[src/common/mips_pkg.sv]
package mips_pkg;

   localparam int NB_REG        = 32;
   localparam int NB_INSTR      = 32;
   localparam int NB_REG_ADDR   = 5;
   localparam int REGFILE_DEPTH = 32;
   localparam int NB_INSTR_ADDR = 6;
   localparam int NB_FRAME      = 32;
   localparam int NB_CMD        = 6;
   localparam int NB_OPCODE     = 6;
   localparam int NB_IMM        = 16;

   // Host commands, top field of a frame
   localparam logic [NB_CMD-1:0] CMD_IDLE       = 6'h00;
   localparam logic [NB_CMD-1:0] CMD_INSTR_LOW  = 6'h01;
   localparam logic [NB_CMD-1:0] CMD_INSTR_HIGH = 6'h02;
   localparam logic [NB_CMD-1:0] CMD_RUN        = 6'h03;
   localparam logic [NB_CMD-1:0] CMD_SOFT_RESET = 6'h04;
   localparam logic [NB_CMD-1:0] CMD_READ       = 6'h05;

   // Zero is the idle request, so no reader uses it
   localparam logic [NB_CMD-1:0] READER_FETCH_STATE = 6'h11;
   localparam logic [NB_CMD-1:0] READER_WB_STATE    = 6'h12;
   localparam logic [NB_CMD-1:0] READER_REGFILE     = 6'h13;

   localparam logic [NB_OPCODE-1:0] OP_RTYPE = 6'h00;
   localparam logic [NB_OPCODE-1:0] OP_ADDIU = 6'h09;
   localparam logic [NB_OPCODE-1:0] OP_ANDI  = 6'h0c;
   localparam logic [NB_OPCODE-1:0] OP_ORI   = 6'h0d;
   localparam logic [NB_OPCODE-1:0] OP_HALT  = 6'h3f;

   localparam logic [NB_OPCODE-1:0] FN_ADDU = 6'h21;
   localparam logic [NB_OPCODE-1:0] FN_SUBU = 6'h23;
   localparam logic [NB_OPCODE-1:0] FN_AND  = 6'h24;
   localparam logic [NB_OPCODE-1:0] FN_OR   = 6'h25;
   localparam logic [NB_OPCODE-1:0] FN_XOR  = 6'h26;
   localparam logic [NB_OPCODE-1:0] FN_SLT  = 6'h2a;

   // Field MSB positions inside an instruction
   localparam int MSB_OPCODE = 31;
   localparam int MSB_RS     = 25;
   localparam int MSB_RT     = 20;
   localparam int MSB_RD     = 15;
   localparam int MSB_IMM    = 15;
   localparam int MSB_FUNC   = 5;

   typedef enum logic [2:0] {
      ALU_ADD,
      ALU_SUB,
      ALU_AND,
      ALU_OR,
      ALU_XOR,
      ALU_SLT
   } alu_op_t;

   typedef struct packed {
      logic [NB_REG-1:0]   addr;
      logic [NB_INSTR-1:0] instr;
   } fetch_snapshot_t;

   typedef struct packed {
      logic                   we;
      logic [NB_REG_ADDR-1:0] dest;
      logic [NB_REG-1:0]      data;
   } wb_snapshot_t;

endpackage

[src/debug/debug_regfile_reader.sv]
`timescale 1ns/10ps

module debug_regfile_reader import mips_pkg::*; (
   input  logic                   i_clock,
   input  logic                   i_reset,
   input  logic [NB_CMD-1:0]      i_request_select,
   input  logic [NB_REG-1:0]      i_reg_data,
   output logic [NB_REG_ADDR-1:0] o_reg_addr,
   output logic [NB_FRAME-1:0]    o_frame,
   output logic                   o_writing
);

   logic last;

   assign last = (o_reg_addr == NB_REG_ADDR'(REGFILE_DEPTH - 1));

   always_ff @(posedge i_clock) begin
      if (i_reset) begin
         o_reg_addr <= '0;
         o_writing  <= 1'b0;
      end else if (!o_writing) begin
         o_reg_addr <= '0;
         o_writing  <= (i_request_select == READER_REGFILE);
      end else begin
         o_reg_addr <= o_reg_addr + 1'b1;
         if (last) begin
            o_writing <= 1'b0;
         end
      end
   end

   // One register per frame, read combinationally
   assign o_frame = i_reg_data;

   a_no_wrap: assert property (@(posedge i_clock) disable iff (i_reset)
      (o_writing && last) |=> !o_writing);

endmodule

[config.mk]
export PLATFORM = sky130hd
export DESIGN_NAME = debug_regfile_reader
export DESIGN_NICKNAME = d
export VERILOG_FILES = /design/src/common/mips_pkg.sv /design/src/debug/debug_regfile_reader.sv
export SDC_FILE = /design/constraint.sdc
export NUM_CORES = 1
export LEC_CHECK = 0
export BUFFER_PORTS_ARGS = -buffer_cell sky130_fd_sc_hd__buf_2
export CORE_ASPECT_RATIO = 0.9
export CORE_UTILIZATION = 27
export DETAILED_ROUTE_END_ITERATION = 10
export GPL_TIMING_DRIVEN = 0
export HOLD_SLACK_MARGIN = 0.1
export PLACE_DENSITY = 0.85
export SETUP_SLACK_MARGIN = 0.3
export SYNTH_ARGS = -nofsm -noshare
export SYNTH_HDL_FRONTEND = slang
export SYNTH_SLANG_ARGS = --single-unit
[constraint.sdc]
create_clock -name i_clock -period 1.6 [get_ports i_clock]
set_input_delay 0.08 -clock i_clock [delete_from_list [all_inputs] [get_ports i_clock]]
set_output_delay 0.08 -clock i_clock [all_outputs]
set_load 0.02 [all_outputs]
==> summary.md <==
| Metric | Value |
|---|---|
| Status | `finished, final reports clean` |
| NumNets Final | `151` |
| Initial antenna violation count | `0` |
| Vias | `491` |
| Netlist Area Pre-Place | `492 sq um` |
| Standby leakage power | `between 0.0004 and 0.0005 uW` |
| N_diodes | `0` |
| Endpoints failing hold | `0` |
| Die ar. | `2000 sq um` |
| # H-tree levels | `1` |
| Slew @ Worst Pin | `~270 ps` |
| DRC Markers | `0` |
| Clk buf depth | `2` |
| Clk sinks | `6` |
| Floorplan Core Area | `1680 sq um` |
| Final setup viols | `0` |
| Post-CTS Setup Repair Bufs | `0` |
| End of the worst register-to-register path | `o_writing` |
| Pin count of the biggest net entering global routing | `7` |
| Grt ovf | `0` |
| Crit path to | `o_writing` |
| First-pass GRT wire length | `1390 microns` |
| Fraction of layout cells with a size suffix above 1 | `75.7%` |
| Mapped Cells | `57` |
| Worst VDD drop | `0.267 mV` |
| Post-route ant nets | `0` |
| CP Class | `reg -> reg` |
| PD cells | `580 nW/um^2` |
| Vias in the first global route | `362` |
| Die X | `between 40 and 50 microns` |
| CTS tree | `built` |
| Hold/Removal Path Class | `in -> reg` |
| WP data required | `1790 ps` |
| Drt first pass iters | `4` |
| Initial DRC count | `14` |
| Worst R2R Setup Slack | `350 ps` |
| RSZ-0062 raised after global routing | `false` |
| Layout Skew | `approximately 4.3 ps` |
| Starting density of the core | `29.2%` |
| WP data arrival | `1440 ps` |
| Root Buffer | `clkbuf_4` |
| Setup slack at placement | `321 ps` |
| Via-to-Cell Ratio | `about 3.7` |
| CP Capture Type | `flop` |
| Area Overhead vs Synth | `61.6%` |
| WL/cell | `between 8 and 9 microns` |
| Routability Congestion | `around 0.7` |
| Tcrit/Tclk final | `between 70 and 80%` |
| Slew headroom | `82.0%` |
| Synth cell types | `15` |
| TritonCTS Buffers | `3` |
| Yosys reg bits | `6` |
| Fin worst setup slack | `approximately 350 ps` |
| Clk Latency, worst-skew pair | `240 ps` |
| Sequential share of the synthesized area | `24.4%` |
| Max Fclk | `about 800 MHz` |
| GRT Overall Usage | `10.2%` |
| Final HPWL DP | `890 microns` |
| Port buffer count | `45` |
| Worst reg2reg path depth | `5` |
| Crit path launch type | `flop` |
| Syn Area/Cell | `8.63 sq um` |
| Final Max Tran Viols | `0` |
| Row count | `14` |
| MaxCap Viol Count | `0` |
| Crit path max fanout | `4` |
| Reg2reg start | `o_reg_addr[0]` |
| Worst Min Path Start | `i_reset` |
| Crit. Startpoint | `o_reg_addr[0]` |
| Synth warnings | `0` |
| Height of the die | `roughly 42 microns` |
| Mapped Nets | `99` |
| Setup_tns | `0 ps` |
| Final Critical Period | `roughly 1300 ps` |
| Clock transition at path regs | `50 ps` |
| WL final | `1130 microns` |
| IO Pins | `78` |
==> metal layers <==
| metal | track usage [%] | wire (microns) |
|---|---|---|
| met1 | 7.29 | 345 |
| met2 | 20.6 | 639 |
| met3 | 5.17 | 135 |
| met4 | 3.43 | 5 |
| met5 | 0 | 0 |
==> flip-flops by register name, summed over array words and instances, names as in the netlist <==
name / cells
o_writing: 1
o_reg_addr: 5
==> where the power goes <==
part / total (uW) / switching, uW / internal [uW]
logic: 170 / 81.8 / 88.0
clock network: 140 / 55.2 / 84.9
registers: 151 / 0.513 / 150
==> cell usage in the layout (no fill, tap or decap), types with 2 or more instances in the layout <==
master,Yosys,layout
ha_1,2,2
dlygate4sd3_1,0,2
clkbuf_4,0,3
inv_1,2,2
buf_4,32,32
nor2_1,5,5
dfxtp_1,6,6
buf_2,0,45
==> metrics by stage <==
step,total power (uW),cells,hold WS (ps),utilization [%],cell area [sq um]
after floorplan,274,57,232,-,492
after global placement,317,126,322,44.4,747
after detailed placement,319,126,324,44.4,747
after CTS,466,131,157,46.9,790
after global routing,482,131,176,47.2,795
final,461,131,170,47.2,795
==> final cells by class <==
type                       count  area [sq um]
timing repair buffer          47           245
sequential                     6           120
tap                           24          30.0
inverter                       2          7.51
clock buffer                   3          22.5
buffer                        32           240
fill                         175           887
multi-input combinational     17           129
==> critical path: stages (launching register included) <==
cell and delay, ps:
dfxtp_1 320, ha_1 220, and3_1 190, ha_1 180, nor3b_2 180, a41o_1 100
==> synthesized netlist by cell type (all sizes together) <==
cell type  instances  area, sq um
or2b               1         7.51
and3               1         6.26
xnor2              1         8.76
dfxtp              6          120
buf               32          240
nand3              1         5.00
nand3b             1         7.51
a41o               1         10.0
nor4b              1         8.76
or3b               1         8.76
nor3b              1         7.51
inv                2         7.51
nor2               5         18.8
ha                 2         25.0
mux2i              1         10.0
==> how the worst min path moves through the flow <==
stage,to,slack (ps),cells after the start
global placement,o_writing,320,2
CTS,o_reg_addr[3],160,3
detailed placement,o_writing,320,2
floorplan,o_writing,230,1
finish,o_reg_addr[3],170,3
global route,o_reg_addr[3],180,3
==> what timing repair did <==
action | CTS | global route
hold buffers | 2 | 0
gates resized for setup | 0 | 1
endpoints found under the hold margin | 1 | 0
endpoints found under the setup margin | 0 | 1
==> cell families after synthesis <==
kind of cell    count (synthesis)  synth area share, %
buf+inv                        34                 50.4
simple gates                   12                 14.3
flops                           6                 24.4
fa+ha+maj                       2                 5.09
compound gates                  1                 2.04
xor+xnor                        1                 1.78
mux                             1                 2.04
(Power assumes the default switching activity.)
