[config.mk]
export PLATFORM = sky130hd
export DESIGN_NAME = debug_latch_reader
export DESIGN_NICKNAME = d
export VERILOG_FILES = /design/src/common/mips_pkg.sv /design/src/debug/debug_latch_reader.sv
export SDC_FILE = /design/constraint.sdc
export NUM_CORES = 1
export LEC_CHECK = 0
export ABC_CLOCK_PERIOD_IN_PS = 5250
export BUFFER_PORTS_ARGS = -buffer_cell sky130_fd_sc_hd__buf_2
export CAP_MARGIN = 10
export CORE_ASPECT_RATIO = 1.75
export CORE_UTILIZATION = 30
export CTS_CLUSTER_DIAMETER = 120
export DETAILED_ROUTE_END_ITERATION = 10
export GPL_ROUTABILITY_DRIVEN = 1
export SYNTH_ARGS = -nofsm -noshare
export SYNTH_HDL_FRONTEND = slang
export SYNTH_SLANG_ARGS = --single-unit
[constraint.sdc]
create_clock -name i_clock -period 5.25 [get_ports i_clock]
set_input_delay 1.05 -clock i_clock [delete_from_list [all_inputs] [get_ports i_clock]]
set_output_delay 1.05 -clock i_clock [all_outputs]
set_load 0.05 [all_outputs]
[src/common/mips_pkg.sv]
package mips_pkg;

   localparam int NB_REG        = 32;
   localparam int NB_INSTR      = 32;
   localparam int NB_REG_ADDR   = 5;
   localparam int REGFILE_DEPTH = 32;
   localparam int NB_INSTR_ADDR = 6;
   localparam int NB_FRAME      = 32;
   localparam int NB_CMD        = 6;
   localparam int NB_OPCODE     = 6;
   localparam int NB_IMM        = 16;

   // Host commands, top field of a frame
   localparam logic [NB_CMD-1:0] CMD_IDLE       = 6'h00;
   localparam logic [NB_CMD-1:0] CMD_INSTR_LOW  = 6'h01;
   localparam logic [NB_CMD-1:0] CMD_INSTR_HIGH = 6'h02;
   localparam logic [NB_CMD-1:0] CMD_RUN        = 6'h03;
   localparam logic [NB_CMD-1:0] CMD_SOFT_RESET = 6'h04;
   localparam logic [NB_CMD-1:0] CMD_READ       = 6'h05;

   // Zero is the idle request, so no reader uses it
   localparam logic [NB_CMD-1:0] READER_FETCH_STATE = 6'h11;
   localparam logic [NB_CMD-1:0] READER_WB_STATE    = 6'h12;
   localparam logic [NB_CMD-1:0] READER_REGFILE     = 6'h13;

   localparam logic [NB_OPCODE-1:0] OP_RTYPE = 6'h00;
   localparam logic [NB_OPCODE-1:0] OP_ADDIU = 6'h09;
   localparam logic [NB_OPCODE-1:0] OP_ANDI  = 6'h0c;
   localparam logic [NB_OPCODE-1:0] OP_ORI   = 6'h0d;
   localparam logic [NB_OPCODE-1:0] OP_HALT  = 6'h3f;

   localparam logic [NB_OPCODE-1:0] FN_ADDU = 6'h21;
   localparam logic [NB_OPCODE-1:0] FN_SUBU = 6'h23;
   localparam logic [NB_OPCODE-1:0] FN_AND  = 6'h24;
   localparam logic [NB_OPCODE-1:0] FN_OR   = 6'h25;
   localparam logic [NB_OPCODE-1:0] FN_XOR  = 6'h26;
   localparam logic [NB_OPCODE-1:0] FN_SLT  = 6'h2a;

   // Field MSB positions inside an instruction
   localparam int MSB_OPCODE = 31;
   localparam int MSB_RS     = 25;
   localparam int MSB_RT     = 20;
   localparam int MSB_RD     = 15;
   localparam int MSB_IMM    = 15;
   localparam int MSB_FUNC   = 5;

   typedef enum logic [2:0] {
      ALU_ADD,
      ALU_SUB,
      ALU_AND,
      ALU_OR,
      ALU_XOR,
      ALU_SLT
   } alu_op_t;

   typedef struct packed {
      logic [NB_REG-1:0]   addr;
      logic [NB_INSTR-1:0] instr;
   } fetch_snapshot_t;

   typedef struct packed {
      logic                   we;
      logic [NB_REG_ADDR-1:0] dest;
      logic [NB_REG-1:0]      data;
   } wb_snapshot_t;

endpackage

[src/debug/debug_latch_reader.sv]
`timescale 1ns/10ps

module debug_latch_reader import mips_pkg::*; #(
   parameter type               T_PAYLOAD = fetch_snapshot_t,
   parameter logic [NB_CMD-1:0] READER_ID = READER_FETCH_STATE
) (
   input  logic                i_clock,
   input  logic                i_reset,
   input  logic [NB_CMD-1:0]   i_request_select,
   input  T_PAYLOAD            i_payload,
   output logic [NB_FRAME-1:0] o_frame,
   output logic                o_writing
);

   localparam int NB_PAYLOAD = $bits(T_PAYLOAD);
   localparam int N_FRAMES   = (NB_PAYLOAD + NB_FRAME - 1) / NB_FRAME;
   localparam int NB_WIDE    = N_FRAMES * NB_FRAME;
   localparam int NB_COUNT   = $clog2(N_FRAMES + 1);

   logic [NB_WIDE-1:0]  shift;
   logic [NB_COUNT-1:0] remaining;
   logic                start;

   assign start = (remaining == '0) && (i_request_select == READER_ID);

   always_ff @(posedge i_clock) begin
      if (i_reset) begin
         remaining <= '0;
      end else if (start) begin
         remaining <= NB_COUNT'(N_FRAMES);
      end else if (remaining != '0) begin
         remaining <= remaining - 1'b1;
      end
   end

   // Low word goes out first
   always_ff @(posedge i_clock) begin
      if (start) begin
         shift <= NB_WIDE'(i_payload);
      end else if (o_writing) begin
         shift <= shift >> NB_FRAME;
      end
   end

   assign o_frame   = shift[NB_FRAME-1:0];
   assign o_writing = (remaining != '0);

endmodule

==> run_results.csv <==
group,metric,value,unit
floorplanning,die_x,77.71,um
critical_path,crit-reg2reg-launch,"remaining[1]$_SDFFE_PP0P_",
sta,setup_viol,0,
detailed_routing,routed_via_density,4.013,
global_route,grt_pass1_vias,1615,
global_route,met2_usage,17.99,%
detailed_routing,drtIter0Drc,66,
critical_path,critPathLaunch,"i_request_select[3]",
logic_synthesis,yosys.area.top_type,"edfxtp_1",
status,outcome,"finished, final reports clean",
clock_network,cts-htree-levels,3,
power_and_ir_drop,ir_drop,0.0001750,V
logic_synthesis,ys_seq_area_share,65.20,%
sta,hold_viol_final,0,
logic_synthesis,ys.warnings.count,0,
hold_path,hold_path_class,"reg2reg",
logic_synthesis,yosys.area_share.xor_xnor,0,%
power_and_ir_drop,p_total,1193,uW
floorplanning,core,9789,um2
sta,fin_crit,2.834,ns
sta,max_freq,352.8,MHz
critical_path,path_class,"in2reg",
logic_synthesis,synthCells,178,
logic_synthesis,synthMuxAreaShare,15.59,%
logic_synthesis,synth_nets,250,
logic_synthesis,synth_top_family_by_area,"multiplexers",
sta,rsz0062_at_grt,"false",
final_layout,syn2layout_area_growth,22.62,%
logic_synthesis,synth_area,3009,um2
critical_path,cp_data_required_time,5.24,ns
clock_network,cts_setup_buffers,0,
final_layout,fillCellCount,970,
global_route,met3_usage,3.784,%
sta,worstMarginPinSlew,0.9403,ns
floorplanning,start_util,30.74,%
logic_synthesis,synth_compound_area_share,0.1663,%
detailed_routing,wirelength,5121,um
sta,fin_crit_sh,53.98,%
logic_synthesis,synth_top_area_share,63.87,%
final_layout,fin_cells,386,
power_and_ir_drop,power_leakage,0.001585,uW
clock_network,clock_latency,0.32,ns
final_layout,finalNetCount,328,
place,port_buffers,104,
global_route,grt-busiest-layer,"met2",
clock_network,postCtsResizedCells,0,
detailed_routing,antenna_left,0,
floorplanning,die_h,134.5,um
clock_network,ctsHoldBuffers,0,
final_layout,drive_gt1_share,58.46,%
power_and_ir_drop,power.density,323.3,nW/um2
critical_path,cp-start-kind,"input port",
place,dp.cells,370,
hold_path,min_from,"remaining[0]$_SDFFE_PP0P_",
floorplanning,rows,48,
logic_synthesis,netlist_top_cells_area,"edfxtp_1, mux2_4, buf_4",
logic_synthesis,ys_ff_latch,66,
critical_path,path_max_fanout,40,
sta,maxSlewHeadroom,37.09,%
detailed_routing,vias,1549,
logic_synthesis,synthAdderAreaFrac,0,%
logic_synthesis,synth.avg_cell_area,16.91,um2
global_route,use_met1,10.33,%
global_route,antenna_found_initial,1,
clock_network,cts.path.max_buffers,2,
clock_network,clockRootBuffer,"clkbuf_16",
logic_synthesis,yosysUniqueCellTypes,17,
clock_network,path_clk_slew,0.05,ns
detailed_routing,firstDrtPassIters,2,
sta,slew_violations,0,
global_route,track_usage,10.47,%
floorplanning,die-area,10450,um2
flow_run,drv_cap,0,
detailed_routing,wl_per_cell,13.27,um
place,dp_hpwl,3662,um
clock_network,clock_sinks,66,
global_route,grt_max_degree,41,
detailed_routing,drc,0,
sta,finalClockSkew,0.006513,ns
logic_synthesis,yosys.area_share.simple,9.439,%
sta,tns,0,ns
global_route,gr-total-overflow,0,
critical_path,worstPathArrival,2.82,ns
global_route,grt_pass1_wl,7907,um
place,gp_congestion,0.7191,
floorplanning,io_pins,105,
critical_path,cp-end-kind,"flop",
clock_network,cts_tree,"yes",
clock_network,cts_inserted_buffers,9,
## state kept, by name (all words and copies together) (netlist names)
signal and flops:
remaining 2, shift 64
## Yosys cell counts, drive strengths merged
cell,n
edfxtp,64
buf,35
and2,32
mux2,32
clkbuf,3
dfxtp,2
nand2,2
a21oi,1
and4b,1
inv,1
nand3b,1
nand4b,1
nor2,1
nor3b,1
nor4b,1
## cells in the final DEF, fill, tap and decap left out, types with 2 or more instances in the layout
| cell | netlist | final |
|---|---|---|
| mux2_2 | 3 | 3 |
| clkbuf_16 | 0 | 9 |
| edfxtp_1 | 64 | 64 |
| mux2_4 | 29 | 29 |
| clkinv_2 | 0 | 2 |
| dfxtp_1 | 2 | 2 |
| clkbuf_1 | 3 | 2 |
| and2_1 | 32 | 32 |
| buf_2 | 0 | 104 |
## logic make-up (layout without fill, tap and decap cells)
kind of cell           Yosys count  after routing
buffers and inverters           39            121
other                            0              1
DFF                             66             66
AOI/OAI and AO/OA                1              1
and+or+nand+nor                 40             40
muxes                           32             32
## critical path, stage by stage
cell	delay (ns)
buf_2	0.11
nor4b_4	0.36
nand3b_1	0.13
nand2_2	0.69
buf_4	0.45
## metrics by stage
stage	worst slack [ns]	instance area [um2]	util [%]	hold WS, ns
floorplan	1.952	3009	-	0.4180
global placement	2.099	3411	34.84	0.4296
detailed placement	2.029	3411	34.84	0.4385
CTS	2.369	3687	37.67	0.4455
global route	2.268	3690	37.69	0.4758
finish	2.416	3690	37.69	0.4405
## final timing paths
kind,slack (ns),end,depth (start not counted)
worst min-delay path,0.44,remaining[0]$_SDFFE_PP0P_,1
worst max-delay path,2.42,shift[35]$_SDFFCE_PN0P_,5
worst min register to register,0.44,remaining[0]$_SDFFE_PP0P_,1
worst max register to register,3.06,shift[11]$_DFFE_PP_,3
## report_power, final
| group | switching (uW) | internal, uW | leakage, uW | total (uW) |
|---|---|---|---|---|
| Sequential | 1.38 | 579 | 0.000585 | 580 |
| Clock | 198 | 361 | 0.000137 | 559 |
| Combinational | 24.4 | 28.7 | 0.000863 | 53.2 |
## final cells by class
| class | instances | area [um2] | share of cell area, % |
|---|---|---|---|
| inverters | 1 | 3.754 | 0.1017 |
| multi-input cells | 73 | 760.7 | 20.62 |
| clock buffers | 11 | 232.7 | 6.307 |
| flip-flops and latches | 66 | 1962 | 53.17 |
| well taps | 125 | 156.4 | 4.239 |
| repair buffers | 105 | 528.0 | 14.31 |
| clock inverters | 4 | 43.79 | 1.187 |
| diodes | 1 | 2.502 | 0.06782 |
## routing by layer
layer  up-vias  part of all wire [%]
met5         -                     0
met4         0                   3.0
met3         8                   6.8
met2        58                    55
met1       722                    35
li1        761                     -
No activity file was read; power rests on OpenSTA's default activity.
