==> src/common/mips_pkg.sv <==
package mips_pkg;

   localparam int NB_REG        = 32;
   localparam int NB_INSTR      = 32;
   localparam int NB_REG_ADDR   = 5;
   localparam int REGFILE_DEPTH = 32;
   localparam int NB_INSTR_ADDR = 6;
   localparam int NB_FRAME      = 32;
   localparam int NB_CMD        = 6;
   localparam int NB_OPCODE     = 6;
   localparam int NB_IMM        = 16;

   // Host commands, top field of a frame
   localparam logic [NB_CMD-1:0] CMD_IDLE       = 6'h00;
   localparam logic [NB_CMD-1:0] CMD_INSTR_LOW  = 6'h01;
   localparam logic [NB_CMD-1:0] CMD_INSTR_HIGH = 6'h02;
   localparam logic [NB_CMD-1:0] CMD_RUN        = 6'h03;
   localparam logic [NB_CMD-1:0] CMD_SOFT_RESET = 6'h04;
   localparam logic [NB_CMD-1:0] CMD_READ       = 6'h05;

   // Zero is the idle request, so no reader uses it
   localparam logic [NB_CMD-1:0] READER_FETCH_STATE = 6'h11;
   localparam logic [NB_CMD-1:0] READER_WB_STATE    = 6'h12;
   localparam logic [NB_CMD-1:0] READER_REGFILE     = 6'h13;

   localparam logic [NB_OPCODE-1:0] OP_RTYPE = 6'h00;
   localparam logic [NB_OPCODE-1:0] OP_ADDIU = 6'h09;
   localparam logic [NB_OPCODE-1:0] OP_ANDI  = 6'h0c;
   localparam logic [NB_OPCODE-1:0] OP_ORI   = 6'h0d;
   localparam logic [NB_OPCODE-1:0] OP_HALT  = 6'h3f;

   localparam logic [NB_OPCODE-1:0] FN_ADDU = 6'h21;
   localparam logic [NB_OPCODE-1:0] FN_SUBU = 6'h23;
   localparam logic [NB_OPCODE-1:0] FN_AND  = 6'h24;
   localparam logic [NB_OPCODE-1:0] FN_OR   = 6'h25;
   localparam logic [NB_OPCODE-1:0] FN_XOR  = 6'h26;
   localparam logic [NB_OPCODE-1:0] FN_SLT  = 6'h2a;

   // Field MSB positions inside an instruction
   localparam int MSB_OPCODE = 31;
   localparam int MSB_RS     = 25;
   localparam int MSB_RT     = 20;
   localparam int MSB_RD     = 15;
   localparam int MSB_IMM    = 15;
   localparam int MSB_FUNC   = 5;

   typedef enum logic [2:0] {
      ALU_ADD,
      ALU_SUB,
      ALU_AND,
      ALU_OR,
      ALU_XOR,
      ALU_SLT
   } alu_op_t;

   typedef struct packed {
      logic [NB_REG-1:0]   addr;
      logic [NB_INSTR-1:0] instr;
   } fetch_snapshot_t;

   typedef struct packed {
      logic                   we;
      logic [NB_REG_ADDR-1:0] dest;
      logic [NB_REG-1:0]      data;
   } wb_snapshot_t;

endpackage

==> src/debug/host_interface.sv <==
`timescale 1ns/10ps

module host_interface import mips_pkg::*; (
   input  logic                     i_clock,
   input  logic                     i_reset,
   input  logic [NB_FRAME-1:0]      i_frame_from_host,
   input  logic [NB_FRAME-1:0]      i_fetch_frame,
   input  logic [NB_FRAME-1:0]      i_wb_frame,
   input  logic [NB_FRAME-1:0]      i_regfile_frame,
   input  logic                     i_fetch_writing,
   input  logic                     i_wb_writing,
   input  logic                     i_regfile_writing,
   output logic                     o_instr_we,
   output logic [NB_INSTR_ADDR-1:0] o_instr_addr,
   output logic [NB_INSTR-1:0]      o_instr_data,
   output logic                     o_run,
   output logic                     o_core_reset,
   output logic [NB_CMD-1:0]        o_request_select,
   output logic [NB_FRAME-1:0]      o_frame_to_host,
   output logic                     o_frame_valid,
   output logic                     o_end_of_data
);

   localparam int NB_HALF = NB_INSTR / 2;

   logic [NB_CMD-1:0]  cmd;
   logic [NB_HALF-1:0] low_half;
   logic [2:0]         writing;
   logic               writing_d;
   logic               busy;

   assign cmd     = i_frame_from_host[NB_FRAME-1 -: NB_CMD];
   assign writing = {i_fetch_writing, i_wb_writing, i_regfile_writing};
   assign busy    = (|writing) || (o_request_select != '0);

   // Upper half carries the word address in bits 21:16
   assign o_instr_we   = (cmd == CMD_INSTR_HIGH);
   assign o_instr_addr = i_frame_from_host[NB_HALF +: NB_INSTR_ADDR];
   assign o_instr_data = {i_frame_from_host[NB_HALF-1:0], low_half};
   assign o_core_reset = i_reset | (cmd == CMD_SOFT_RESET);

   always_ff @(posedge i_clock) begin
      if (cmd == CMD_INSTR_LOW) begin
         low_half <= i_frame_from_host[NB_HALF-1:0];
      end
   end

   always_ff @(posedge i_clock) begin
      if (i_reset || cmd == CMD_SOFT_RESET) begin
         o_run <= 1'b0;
      end else if (cmd == CMD_RUN) begin
         o_run <= 1'b1;
      end
   end

   always_ff @(posedge i_clock) begin
      if (i_reset) begin
         o_request_select <= '0;
         writing_d        <= 1'b0;
      end else begin
         o_request_select <= (cmd == CMD_READ && !busy) ? i_frame_from_host[NB_CMD-1:0] : '0;
         writing_d        <= |writing;
      end
   end

   always_comb begin
      case (writing)
         3'b100:  o_frame_to_host = i_fetch_frame;
         3'b010:  o_frame_to_host = i_wb_frame;
         3'b001:  o_frame_to_host = i_regfile_frame;
         default: o_frame_to_host = '0;
      endcase
   end

   assign o_frame_valid = |writing;
   assign o_end_of_data = writing_d & ~(|writing);

   a_one_reader: assert property (@(posedge i_clock) disable iff (i_reset)
      $onehot0(writing));

endmodule

==> config.mk <==
export PLATFORM = sky130hd
export DESIGN_NAME = host_interface
export DESIGN_NICKNAME = d
export VERILOG_FILES = /design/src/common/mips_pkg.sv /design/src/debug/host_interface.sv
export SDC_FILE = /design/constraint.sdc
export NUM_CORES = 1
export LEC_CHECK = 0
export BUFFER_PORTS_ARGS = -buffer_cell sky130_fd_sc_hd__clkbuf_2
export CORE_AREA = 3 3 83 85
export DETAILED_ROUTE_END_ITERATION = 8
export DIE_AREA = 0 0 86 88
export PLACE_DENSITY = 0.77
export REMOVE_ABC_BUFFERS = 1
export SLEW_MARGIN = 10
export SYNTH_ARGS = -nofsm -noshare
export SYNTH_HDL_FRONTEND = slang
export SYNTH_SLANG_ARGS = --single-unit
export TNS_END_PERCENT = 1
==> constraint.sdc <==
create_clock -name i_clock -period 1.4 [get_ports i_clock]
set_input_delay 0.14 -clock i_clock [delete_from_list [all_inputs] [get_ports i_clock]]
set_output_delay 0.14 -clock i_clock [all_outputs]
set_load 0.02 [all_outputs]
==> flow_summary.json <==
{
  "outcome": "complete, no violations",
  "drc": 0,
  "die_x_um": 86,
  "fmax_mhz": 764,
  "finalWirelength_mm": 5.78,
  "drtAntennaViolNets": 0,
  "slowest_delay_ns": 0.20,
  "cp_max_fo": 32,
  "irDropWorstVdd_uv": 675,
  "clock_skew_ns": 0.00118,
  "holdPathStages": 1,
  "synth_area_sq_um": 1610,
  "htree_num_levels": 1,
  "path_clk_slew_ns": 0.08,
  "rrSetupSlack_ns": 0.27,
  "first_global_vias": 1817,
  "clock_latency_ns": 0.27,
  "fp.dieArea_sq_um": 7570,
  "hp-start": "i_frame_from_host[6]",
  "numCtsBuffers": 3,
  "io_buffers": 197,
  "startpoint_type": "input port",
  "period_minus_slack_ns": 1.31,
  "finalHoldViolCount": 0,
  "max_cap_viol_count": 0,
  "tightest_slew_ns": 0.329,
  "synth_cell_types": 25,
  "critPathMostFrequentCell": "clkbuf_2",
  "grt_pass1_wl_mm": 8.26,
  "synthCells": 191,
  "via_count": 2028,
  "wl_per_cell_um": 13.2,
  "hold_class": "input port to flop",
  "powerDensity_nw_per_um2": 741,
  "layout_setup_ws_ns": 0.0911,
  "row_count": 29,
  "grt_setup_unrepaired": "no",
  "relSlewSlack_pct": 77.9,
  "coreArea_sq_um": 6280,
  "grt_max_degree": 33,
  "cts_tree": "built",
  "cts_root_buffer": "clkbuf_8",
  "seq_area_frac_synth_pct": 39.7,
  "cts_setup_buffers": 0,
  "crit_type": "input port to output pin",
  "power_uw": 1960,
  "maxSlewViolCount": 0,
  "dr.pass1.iters": 4,
  "r2r-end": "o_request_select[1]",
  "drtIter0Drc": 62,
  "cts_num_sinks": 24,
  "yosysWarningCount": 0,
  "final_net_count": 496,
  "fin_util_pct": 42.2,
  "min_to": "low_half[6]",
  "antenna_found_initial": 0,
  "n_antenna_cell": 0,
  "start_util_pct": 25.7,
  "grt_overflow": 0,
  "synth-seq-cells": 24,
  "cts_hold_buf": 0,
  "finalCritPeriodShare_pct": 93.5,
  "io_pins": 214,
  "worstReg2RegStart": "o_request_select[0]",
  "fin_cells": 439,
  "crit_chain": "clkbuf_2, nor2b_2, buf_12, a22oi_1, o21ai_1, clkbuf_2",
  "cp.required_ns": 1.26,
  "avgSynthCellArea_sq_um": 8.44,
  "reg2reg_depth": 4,
  "setup_viol_count_final": 0,
  "place_congestion": 0.757,
  "crit_arrival_ns": 1.17,
  "clk_path_buf_depth": 2,
  "place_ws_ns": 0.0650,
  "dp_hpwl_mm": 4.84,
  "ctsResizeCount": 0,
  "drive_gt1_share_pct": 60.8,
  "p_leak_uw": 0.00134,
  "cpMaxStageDelayCell": "nor2b_2",
  "dp_cells": 435,
  "critPathTopFamily": "buffers and inverters",
  "hold_slack_ns": 0.0589,
  "grt.total_usage_pct": 13.3,
  "avgViaCountPerCell": 4.62,
  "die_h_um": 88,
  "cp_num_buf_inv": 3,
  "endpoint_kind": "output pin",
  "area_delta_synth_final_pct": 64.2
}
## cell usage after synthesis, drive strengths merged
cell type / instances / area share [%]
a21oi: 1 / 0.31
a22oi: 32 / 15
and2: 1 / 0.39
and3: 1 / 0.39
and3b: 1 / 0.54
buf: 25 / 12
clkbuf: 12 / 2.8
dfxtp: 8 / 9.9
edfxtp: 16 / 30
inv: 7 / 1.6
nand2: 33 / 7.7
nand4: 1 / 0.39
nor2: 5 / 1.2
nor2b: 2 / 0.78
nor3: 8 / 4.7
nor3b: 1 / 0.78
nor4: 2 / 0.78
nor4b: 1 / 0.54
o21ai: 32 / 9.9
or2: 1 / 0.39
or4: 1 / 0.70
## cell usage in the layout (no fill, tap or decap), types with 4 or more instances in the layout
master      n
nor3_2      7
edfxtp_1   16
o21ai_1    32
clkbuf_2  197
a22oi_1    32
nor2_1      5
buf_12      4
dfxtp_1     8
inv_1       6
nand2_1    33
## power by group
| part | internal, uW | switching (uW) |
|---|---|---|
| logic | 264 | 333 |
| clock network | 382 | 220 |
| registers | 761 | 1.70 |
| total | 1410 | 555 |
## through the flow
step           cell area (sq um)  TNS, ns
3_3_place_gp                2580        0
4_1_cts                     2650        0
6_report                    2650        0
5_1_grt                     2650        0
3_5_place_dp                2580        0
2_1_floorplan               1380   -19.45
## metal layers
| metal | track usage [%] | share of wire, % |
|---|---|---|
| met5 | 0 | 0 |
| met4 | 3.60 | 0.83 |
| met1 | 15.0 | 37 |
| met2 | 24.7 | 51 |
| met3 | 3.57 | 11 |
## area by class of cell
cell class,instances,area [sq um]
Multi-Input combinational cell,123,726
Clock inverter,1,30.0
Timing Repair Buffer,204,1090
Clock buffer,3,41.3
Fill cell,644,3630
Tap cell,77,96.3
Sequential cell,24,641
Inverter,7,26.3
## state kept, by name, indices dropped and copies added, names as in the netlist
name / flops
low_half: 16
o_request_select: 6
o_run: 1
writing_d: 1
## kinds of logic after synthesis
kind of cell / after synthesis / synth area share [%]
buf+inv: 44 / 16.0
compound gates: 65 / 25.1
flops: 24 / 39.7
simple gates: 58 / 19.2
## how the worst max path moves through the flow
stage,from,to,depth (start not counted),slack (ns)
6_report,i_fetch_writing,o_frame_to_host[8],6,0.09
4_1_cts,i_fetch_writing,o_frame_to_host[8],6,0.09
3_3_place_gp,i_frame_from_host[28],low_half[10],4,0.09
3_5_place_dp,i_wb_writing,o_request_select[1],5,0.07
5_1_grt,i_fetch_writing,o_frame_to_host[8],6,0.006
2_1_floorplan,i_fetch_writing,o_frame_to_host[0],3,-0.60
(Power assumes the default switching activity.)
