<file path="src/common/mips_pkg.sv">
package mips_pkg;

   localparam int NB_REG        = 32;
   localparam int NB_INSTR      = 32;
   localparam int NB_REG_ADDR   = 5;
   localparam int REGFILE_DEPTH = 32;
   localparam int NB_INSTR_ADDR = 6;
   localparam int NB_FRAME      = 32;
   localparam int NB_CMD        = 6;
   localparam int NB_OPCODE     = 6;
   localparam int NB_IMM        = 16;

   // Host commands, top field of a frame
   localparam logic [NB_CMD-1:0] CMD_IDLE       = 6'h00;
   localparam logic [NB_CMD-1:0] CMD_INSTR_LOW  = 6'h01;
   localparam logic [NB_CMD-1:0] CMD_INSTR_HIGH = 6'h02;
   localparam logic [NB_CMD-1:0] CMD_RUN        = 6'h03;
   localparam logic [NB_CMD-1:0] CMD_SOFT_RESET = 6'h04;
   localparam logic [NB_CMD-1:0] CMD_READ       = 6'h05;

   // Zero is the idle request, so no reader uses it
   localparam logic [NB_CMD-1:0] READER_FETCH_STATE = 6'h11;
   localparam logic [NB_CMD-1:0] READER_WB_STATE    = 6'h12;
   localparam logic [NB_CMD-1:0] READER_REGFILE     = 6'h13;

   localparam logic [NB_OPCODE-1:0] OP_RTYPE = 6'h00;
   localparam logic [NB_OPCODE-1:0] OP_ADDIU = 6'h09;
   localparam logic [NB_OPCODE-1:0] OP_ANDI  = 6'h0c;
   localparam logic [NB_OPCODE-1:0] OP_ORI   = 6'h0d;
   localparam logic [NB_OPCODE-1:0] OP_HALT  = 6'h3f;

   localparam logic [NB_OPCODE-1:0] FN_ADDU = 6'h21;
   localparam logic [NB_OPCODE-1:0] FN_SUBU = 6'h23;
   localparam logic [NB_OPCODE-1:0] FN_AND  = 6'h24;
   localparam logic [NB_OPCODE-1:0] FN_OR   = 6'h25;
   localparam logic [NB_OPCODE-1:0] FN_XOR  = 6'h26;
   localparam logic [NB_OPCODE-1:0] FN_SLT  = 6'h2a;

   // Field MSB positions inside an instruction
   localparam int MSB_OPCODE = 31;
   localparam int MSB_RS     = 25;
   localparam int MSB_RT     = 20;
   localparam int MSB_RD     = 15;
   localparam int MSB_IMM    = 15;
   localparam int MSB_FUNC   = 5;

   typedef enum logic [2:0] {
      ALU_ADD,
      ALU_SUB,
      ALU_AND,
      ALU_OR,
      ALU_XOR,
      ALU_SLT
   } alu_op_t;

   typedef struct packed {
      logic [NB_REG-1:0]   addr;
      logic [NB_INSTR-1:0] instr;
   } fetch_snapshot_t;

   typedef struct packed {
      logic                   we;
      logic [NB_REG_ADDR-1:0] dest;
      logic [NB_REG-1:0]      data;
   } wb_snapshot_t;

endpackage

</file>
<file path="src/pipeline/shortcircuit_unit.sv">
`timescale 1ns/10ps

module shortcircuit_unit import mips_pkg::*; (
   input  logic [NB_REG_ADDR-1:0] i_rs,
   input  logic [NB_REG_ADDR-1:0] i_rt,
   input  logic [NB_REG_ADDR-1:0] i_wb_dest,
   input  logic                   i_wb_we,
   output logic                   o_fwd_a,
   output logic                   o_fwd_b
);

   // r0 always reads zero, never a forwarded value
   always_comb begin
      o_fwd_a = i_wb_we && (i_wb_dest == i_rs) && (i_rs != '0);
      o_fwd_b = i_wb_we && (i_wb_dest == i_rt) && (i_rt != '0);
   end

endmodule

</file>
<file path="config.mk">
export PLATFORM = sky130hd
export DESIGN_NAME = shortcircuit_unit
export DESIGN_NICKNAME = d
export VERILOG_FILES = /design/src/common/mips_pkg.sv /design/src/pipeline/shortcircuit_unit.sv
export SDC_FILE = /design/constraint.sdc
export NUM_CORES = 1
export LEC_CHECK = 0
export BUFFER_PORTS_ARGS = -buffer_cell sky130_fd_sc_hd__buf_2
export CORE_AREA = 2 2 39 41
export DETAILED_ROUTE_END_ITERATION = 7
export DIE_AREA = 0 0 41 43
export PLACE_DENSITY = 0.45
export SETUP_SLACK_MARGIN = 0.02
export SYNTH_ARGS = -nofsm -noshare
export SYNTH_HDL_FRONTEND = slang
export SYNTH_SLANG_ARGS = --single-unit
</file>
<file path="constraint.sdc">
create_clock -name vclk -period 1.64
set_input_delay 0.328 -clock vclk [all_inputs]
set_output_delay 0.328 -clock vclk [all_outputs]
set_load 0.01 [all_outputs]
</file>
==> metrics.md, run 1 <==
| Metric | Value |
|---|---|
| DR iter-0 viols | 0 |
| Clk network pwr share | 0% |
| Min cycle time layout | 1.49 ns |
| Crit path buf inv count | 2 |
| DRC viols | 0 |
| Share of the synthesized area in the top cell type | 37.5% |
| Number of global-route vias before repair | 216 |
| GRT Resource Usage Total | 5.59% |
| RSZ-0062 raised after global routing | no |
| Largest cells by area after synthesis | xor2_1 (38%), and4_1 (13%), xnor2_1 (13%), nor4_1 (8.9%), or2_1 (8.9%) |
| Max Fclk | 673 MHz |
| Setup TNS | 0 ns |
| Via count | 200 |
| Most common cell in the netlist | xor2_1 |
| Vias per inst | 3.70 |
| Synth unique cells | 8 |
| PortBufs | 18 |
| Clkbuf count | 0 |
| Hold crit path type | in2out |
| Cell mode on critical path | buf_2 |
| Max-cap viol count | 0 |
| Max incr delay on CP | 0.29 ns |
| Worst setup startpoint | i_rs[0] |
| Ports | 18 |
| Core area | 1380 um^2 |
| Sequential Area | 0 um^2 |
| Slew headroom | 83.0% |
| Non-filler cells, final | 54 |
| Internal Power | 0.0277 mW |
| Startpoint types | input port |
| Initial antenna violation count | 0 |
| Synth Instances | 20 |
| Layout cells sized above 1 | 47.4% |
| Synth warn | 0 |
| Status | completed |
| DRT antenna net count | 0 |
| Final Wtd Congestion | 0.642 |
| HP Start | i_wb_we |
| Largest net degree at the start of global routing | 5 |
| Full die area | 1760 um^2 |
| Combinational power share | 100.0% |
| Post-cts resize count | 0 |
| P&R area growth vs syn | 78.6% |
| Overflow after GRT | 0 |
| Post-Syn Area | 140 um^2 |
| Final hold viol count | 0 |
| Critical Path RT | 1.31 ns |
| Crit path DAT | 1.16 ns |
| WS Path Type | in2out |
| Initial core utilization | 10.1% |
| Multi-input gate area | 140 um^2 |
| Sw Share | 44.9% |
| # rows | 14 |
| Yosys top cell by area | xor2_1 |
| Slew Limit Fails | 0 |
| PwrDens | 201 nW/um^2 |
| CP Cell Sequence | buf_2, nor4_1, o21ai_0, and4_1, buf_2 |
| CP delay by family, top | simple AND/OR/NAND/NOR gates |
| Total power | 0.0504 mW |
| Syn avg cell area | 7.01 um^2 |
| Buffer count from post-CTS setup fixing | 0 |
| First-pass GRT wire length | 745 um |
| Pleak | 0.125 nW |
| Die width | 41 um |
| Nets@finish | 56 |
| DR pass1 iterations | 1 |
| Sw Pwr | 0.0226 mW |
| # placed instances | 54 |
| Final worst path period share | 90.6% |
| Crit end category | primary output |
| Wire per inst | 8.87 um |
| Sequential Power Share | 0% |
| Crit-path slowest cell | nor4_1 |
| Hold slack | 1.02 ns |
| Max VDD drop | 0.0373 mV |
| Synthesized Nets | 36 |
| Post-synthesis sequential area ratio | 0% |
| Antenna Cells | 0 |
| Tightest Pin Transition | 0.253 ns |
| Die Y | 43 um |
| CP max FO | 2 |
| Layout filler cell count | 176 |
| FF+latch count | 0 |
| # hold bufs at CTS | 0 |
| Fin util | 18.1% |
| Final WL | 479 um |
| Setup Viol. Count Final | 0 |
layer usage:
metal,up-vias,GRT usage (%),wire length [um]
met5,-,0,0
met3,0,0,46
li1,108,-,-
met1,84,6.01,176
met2,8,11.6,256
met4,0,0,0
logic make-up (layout without fill, tap and decap cells):
| group | count (synthesis) | after routing | synth area share, % |
|---|---|---|---|
| AO/OA/AOI/OAI | 2 | 2 | 7.14 |
| XOR/XNOR | 8 | 8 | 50.0 |
| buffers and inverters | 0 | 18 | 0 |
| AND/OR/NAND/NOR | 10 | 10 | 42.9 |
final cells by class:
| class | count | area share, % |
|---|---|---|
| tap | 16 | 8.00 |
| multi-input combinational | 20 | 56.0 |
| timing repair buffer | 18 | 36.0 |
per-stage QoR:
stage               area (um^2)  worst slack [ns]
floorplan                   140             0.434
global placement            250             0.148
detailed placement          250             0.130
CTS                         250             0.122
global route                250            0.0595
finish                      250             0.154
worst paths after layout:
path	endpoint	cells after the start
setup / recovery	o_fwd_a	5
hold / removal	o_fwd_a	3
power by group through the flow:
| stage | registers (mW) | logic, mW | clock network (mW) |
|---|---|---|---|
| after CTS | 0 | 0.0516 | 0 |
| after detailed placement | 0 | 0.0512 | 0 |
| after global placement | 0 | 0.0507 | 0 |
| after global routing | 0 | 0.0564 | 0 |
| final | 0 | 0.0504 | 0 |
| after floorplan | 0 | 0.0204 | 0 |
layout by cell type, fill, tap and decap left out:
master,instances
and4_1,2
buf_2,18
nand2_1,2
nor3_1,2
nor4_1,2
o21ai_0,2
or2_1,2
xnor2_1,2
xor2_1,6
Power figures use the tool's default switching activity.
==> run 2: changes to the inputs <==
--- a/config.mk
+++ b/config.mk
@@ -5,7 +5,7 @@
 export SDC_FILE = /design/constraint.sdc
 export NUM_CORES = 1
 export LEC_CHECK = 0
-export BUFFER_PORTS_ARGS = -buffer_cell sky130_fd_sc_hd__buf_2
+export BUFFER_PORTS_ARGS = -buffer_cell sky130_fd_sc_hd__clkbuf_2
 export CORE_AREA = 2 2 39 41
 export DETAILED_ROUTE_END_ITERATION = 7
 export DIE_AREA = 0 0 41 43
==> metrics.md, run 2 (synthesized netlist as in run 1, its figures left out) <==
| Metric | Value |
|---|---|
| Status | completed |
| Buffer count from post-CTS setup fixing | 0 (unchanged) |
| Setup Viol. Count Final | 0 (unchanged) |
| P&R area growth vs syn | 78.6% (unchanged) |
| Final Cell Area | 250 um^2 (unchanged) |
| Layout filler cell count | 169 (-4.0%) |
| Slew Limit Fails | 0 (unchanged) |
| Final hold viol count | 0 (unchanged) |
| DR iter-0 viols | 2 (+2) |
| CP delay by family, top | simple AND/OR/NAND/NOR gates |
| FF+latch count | 0 (unchanged) |
| Sequential Area | 0 um^2 (unchanged) |
| Commonest cells after routing, fill and taps aside | clkbuf_2 (18), xor2_1 (6) |
| Final Wtd Congestion | 0.640 (-0.28%) |
| Core area | 1380 um^2 (unchanged) |
| # hold bufs at CTS | 0 (unchanged) |
| Setup ws final | 0.170 ns (+0.0163 ns) |
| Pleak | 0.126 nW (+1.3%) |
| Critical Path RT | 1.31 ns (about the same) |
| Number of global-route vias before repair | 187 (-13%) |
| Via count | 192 (-4.0%) |
| Ports | 18 (unchanged) |
| Max VDD drop | 0.0370 mV (-0.66%) |
| Die width | 41 um (unchanged) |
| Post-cts resize count | 0 (unchanged) |
| Initial core utilization | 10.1% (unchanged) |
| Crit end category | primary output |
| Hold crit path type | in2out |
| PortBufs | 18 (unchanged) |
| Layout cells sized above 1 | 47.4% (unchanged) |
| Cell mode on critical path | clkbuf_2 |
| Largest net degree at the start of global routing | 5 (unchanged) |
| Clkbuf count | 0 (unchanged) |
| CP Cell Sequence | clkbuf_2, nor4_1, o21ai_0, and4_1, clkbuf_2 |
| Nets@finish | 56 (unchanged) |
| DRC viols | 0 (unchanged) |
| Crit path buf inv count | 2 (unchanged) |
| Initial antenna violation count | 0 (unchanged) |
| Max Fclk | 680 MHz (+1.1%) |
| WS Path Type | in2out |
| Crit-path slowest cell | nor4_1 |
| DP HPWL | 456 um |
| Pre-CTS setup slack | 0.160 ns (+0.0306 ns) |
| Vias per inst | 3.56 (-4.0%) |
| Max incr delay on CP | 0.27 ns (-0.02 ns) |
| Tightest Pin Transition | 0.238 ns (-0.0148 ns) |
| Hold slack | 1.00 ns (-0.0175 ns) |
| Overflow after GRT | 0 (unchanged) |
| Full die area | 1760 um^2 (unchanged) |
| # rows | 14 (unchanged) |
| Crit path DAT | 1.14 ns (-0.02 ns) |
| Final worst path period share | 89.6% (-0.99 points) |
| Max-cap viol count | 0 (unchanged) |
| Final WL | 465 um (-2.9%) |
| PwrDens | 200 nW/um^2 (-0.88%) |
| Slew headroom | 84.0% (+1.0 points) |
| CP max FO | 3 (+1) |
| Min cycle time layout | 1.47 ns (-0.0163 ns) |
| Post-DP Area | 250 um^2 (unchanged) |
| Die Y | 43 um (unchanged) |
| RSZ-0062 raised after global routing | no |
| Startpoint types | input port |
| DRT antenna net count | 0 (unchanged) |
| First-pass GRT wire length | 745 um (unchanged) |
| Wire per inst | 8.61 um (-2.9%) |
| Total power | 0.0499 mW (-0.88%) |
| Most common cell after layout, fill and taps aside | clkbuf_2 |
| GRT Resource Usage Total | 5.69% (+0.10 points) |
| DR pass1 iterations | 2 (+1) |
| Antenna Cells | 0 (unchanged) |
| Setup TNS | 0 ns (unchanged) |
[run 2: metal layers]
layer  part of all wire (%)  GRT usage [%]
met1                     35           7.28
met2                     54           10.3
met3                     12          0.524
met4                      0              0
met5                      0              0
[run 2: where the power goes]
group          total [mW]  internal, mW  switching [mW]
registers               0             0               0
logic              0.0499        0.0277          0.0223
clock network           0             0               0
[run 2: metrics by stage]
step                instances  util, %
detailed placement         54     18.1
global placement           54     18.1
finish                     54     18.1
floorplan                  20        -
CTS                        54     18.1
global route               54     18.1
[run 2: layout make-up]
class	count	area (um^2)	area share, %
Tap cell	16	20.0	8.00
Multi-Input combinational cell	20	140	56.0
Timing Repair Buffer	18	90.1	36.0
[run 2: path summary, 6_finish.rpt]
path / startpoint / end / slack (ns) / cells after the start
max: i_wb_dest[0] / o_fwd_b / 0.17 / 5
min: i_wb_we / o_fwd_b / 1.00 / 3
==> run 3: changes to the inputs <==
--- a/config.mk
+++ b/config.mk
@@ -10,6 +10,7 @@
 export DETAILED_ROUTE_END_ITERATION = 7
 export DIE_AREA = 0 0 41 43
 export PLACE_DENSITY = 0.45
+export RECOVER_POWER = 100
 export SETUP_SLACK_MARGIN = 0.02
 export SYNTH_ARGS = -nofsm -noshare
 export SYNTH_HDL_FRONTEND = slang
==> metrics.md, run 3 (synthesized netlist as in run 1, its figures left out) <==
| Metric | Value |
|---|---|
| Min cycle time layout | 1.47 ns (-0.000113 ns) |
| Fin util | 17.9% (-0.18 points) |
| Final WL | 466 um (+0.22%) |
| DR pass1 iterations | 2 (unchanged) |
| PwrDens | 201 nW/um^2 (+0.63%) |
| Hold Crit Depth | 3 (unchanged) |
| CP max FO | 3 (unchanged) |
| Nets@finish | 56 (unchanged) |
| Die Y | 43 um (unchanged) |
| Sequential Area | 0 um^2 (unchanged) |
| Setup Viol. Count Final | 0 (unchanged) |
| Wire per inst | 8.63 um (+0.22%) |
| Hold slack | 1.00 ns (-0.000200 ns) |
| DP HPWL | 456 um (unchanged) |
| RSZ-0062 raised after global routing | no |
| Full die area | 1760 um^2 (unchanged) |
| WS Path Type | in2out |
| Initial core utilization | 10.1% (unchanged) |
| First-pass GRT wire length | 745 um (unchanged) |
| Hold crit path type | in2out |
| Max-cap viol count | 0 (unchanged) |
| Startpoint types | input port |
| PortBufs | 18 (unchanged) |
| Overflow after GRT | 0 (unchanged) |
| Antenna Cells | 0 (unchanged) |
| Critical Path RT | 1.31 ns (about the same) |
| Layout cells sized above 1 | 42.1% (-5.3 points) |
| GRT Resource Usage Total | 5.69% (unchanged) |
| Max Fclk | 681 MHz (about the same) |
| P&R area growth vs syn | 76.8% |
| Commonest cells after routing, fill and taps aside | clkbuf_2 (16), xor2_1 (6) |
| Die width | 41 um (unchanged) |
| Number of global-route vias before repair | 187 (unchanged) |
| Ports | 18 (unchanged) |
| Vias per inst | 3.56 (unchanged) |
| Final Wtd Congestion | 0.640 (unchanged) |
| Max VDD drop | 0.0370 mV (about the same) |
| Final hold viol count | 0 (unchanged) |
| Buffer count from post-CTS setup fixing | 0 (unchanged) |
| Status | completed |
| Core area | 1380 um^2 (unchanged) |
| Non-filler cells, final | 54 (unchanged) |
| Tightest Pin Transition | 0.238 ns (unchanged) |
| Most common cell after layout, fill and taps aside | clkbuf_2 |
| Final worst path period share | 89.6% (about the same) |
| Pleak | 0.119 nW (-5.5%) |
| Largest net degree at the start of global routing | 5 (unchanged) |
| Clkbuf count | 0 (unchanged) |
| Post-cts resize count | 0 (unchanged) |
| # hold bufs at CTS | 0 (unchanged) |
| DRC viols | 0 (unchanged) |
| Crit end category | primary output |
| # rows | 14 (unchanged) |
| Setup TNS | 0 ns (unchanged) |
| DR iter-0 viols | 2 (unchanged) |
| DRT antenna net count | 0 (unchanged) |
| Initial antenna violation count | 0 (unchanged) |
| Slew headroom | 84.0% (unchanged) |
| FF+latch count | 0 (unchanged) |
| # placed instances | 54 (unchanged) |
| Slew Limit Fails | 0 (unchanged) |
| Via count | 192 (unchanged) |
| Crit path DAT | 1.14 ns (about the same) |
-- run 3: critical path, cell delays in order --
cell and delay [ns]:
clkbuf_2 0.12, nor4_1 0.27, o21ai_0 0.12, and4_1 0.18, clkbuf_1 0.12
-- run 3: where the power goes --
part / leakage [nW] / total (mW) / internal, mW / switching (mW)
registers: 0 / 0 / 0 / 0
logic: 0.119 / 0.0498 / 0.0275 / 0.0223
clock network: 0 / 0 / 0 / 0
total: 0.119 / 0.0498 / 0.0275 / 0.0223
-- run 3: area by class of cell --
cell class,count,area (um^2)
well taps,16,20.0
multi-input cells,20,140
repair buffers,18,87.6
fillers,170,1140
-- run 3: path summary, 6_finish.rpt --
kind / slack, ns / from / end
max: 0.17 / i_wb_dest[0] / o_fwd_b
min: 1.00 / i_wb_we / o_fwd_b
-- run 3: stage by stage --
step	setup WS (ns)	area (um^2)	power, mW
final	0.171	248	0.0498
after global routing	0.0847	248	0.0566
after CTS	0.153	250	0.0510
after detailed placement	0.160	250	0.0507
after global placement	0.124	250	0.0510
after floorplan	0.434	140	0.0204
-- run 3: per-layer routing --
layer	routed length [um]	share of wire, %	vias to the layer above	track usage [%]
met4	0	0	0	0
met1	162	35	76	7.28
met5	0	0	-	0
met3	54	12	0	0.524
met2	249	53	8	10.3
li1	-	-	108	-
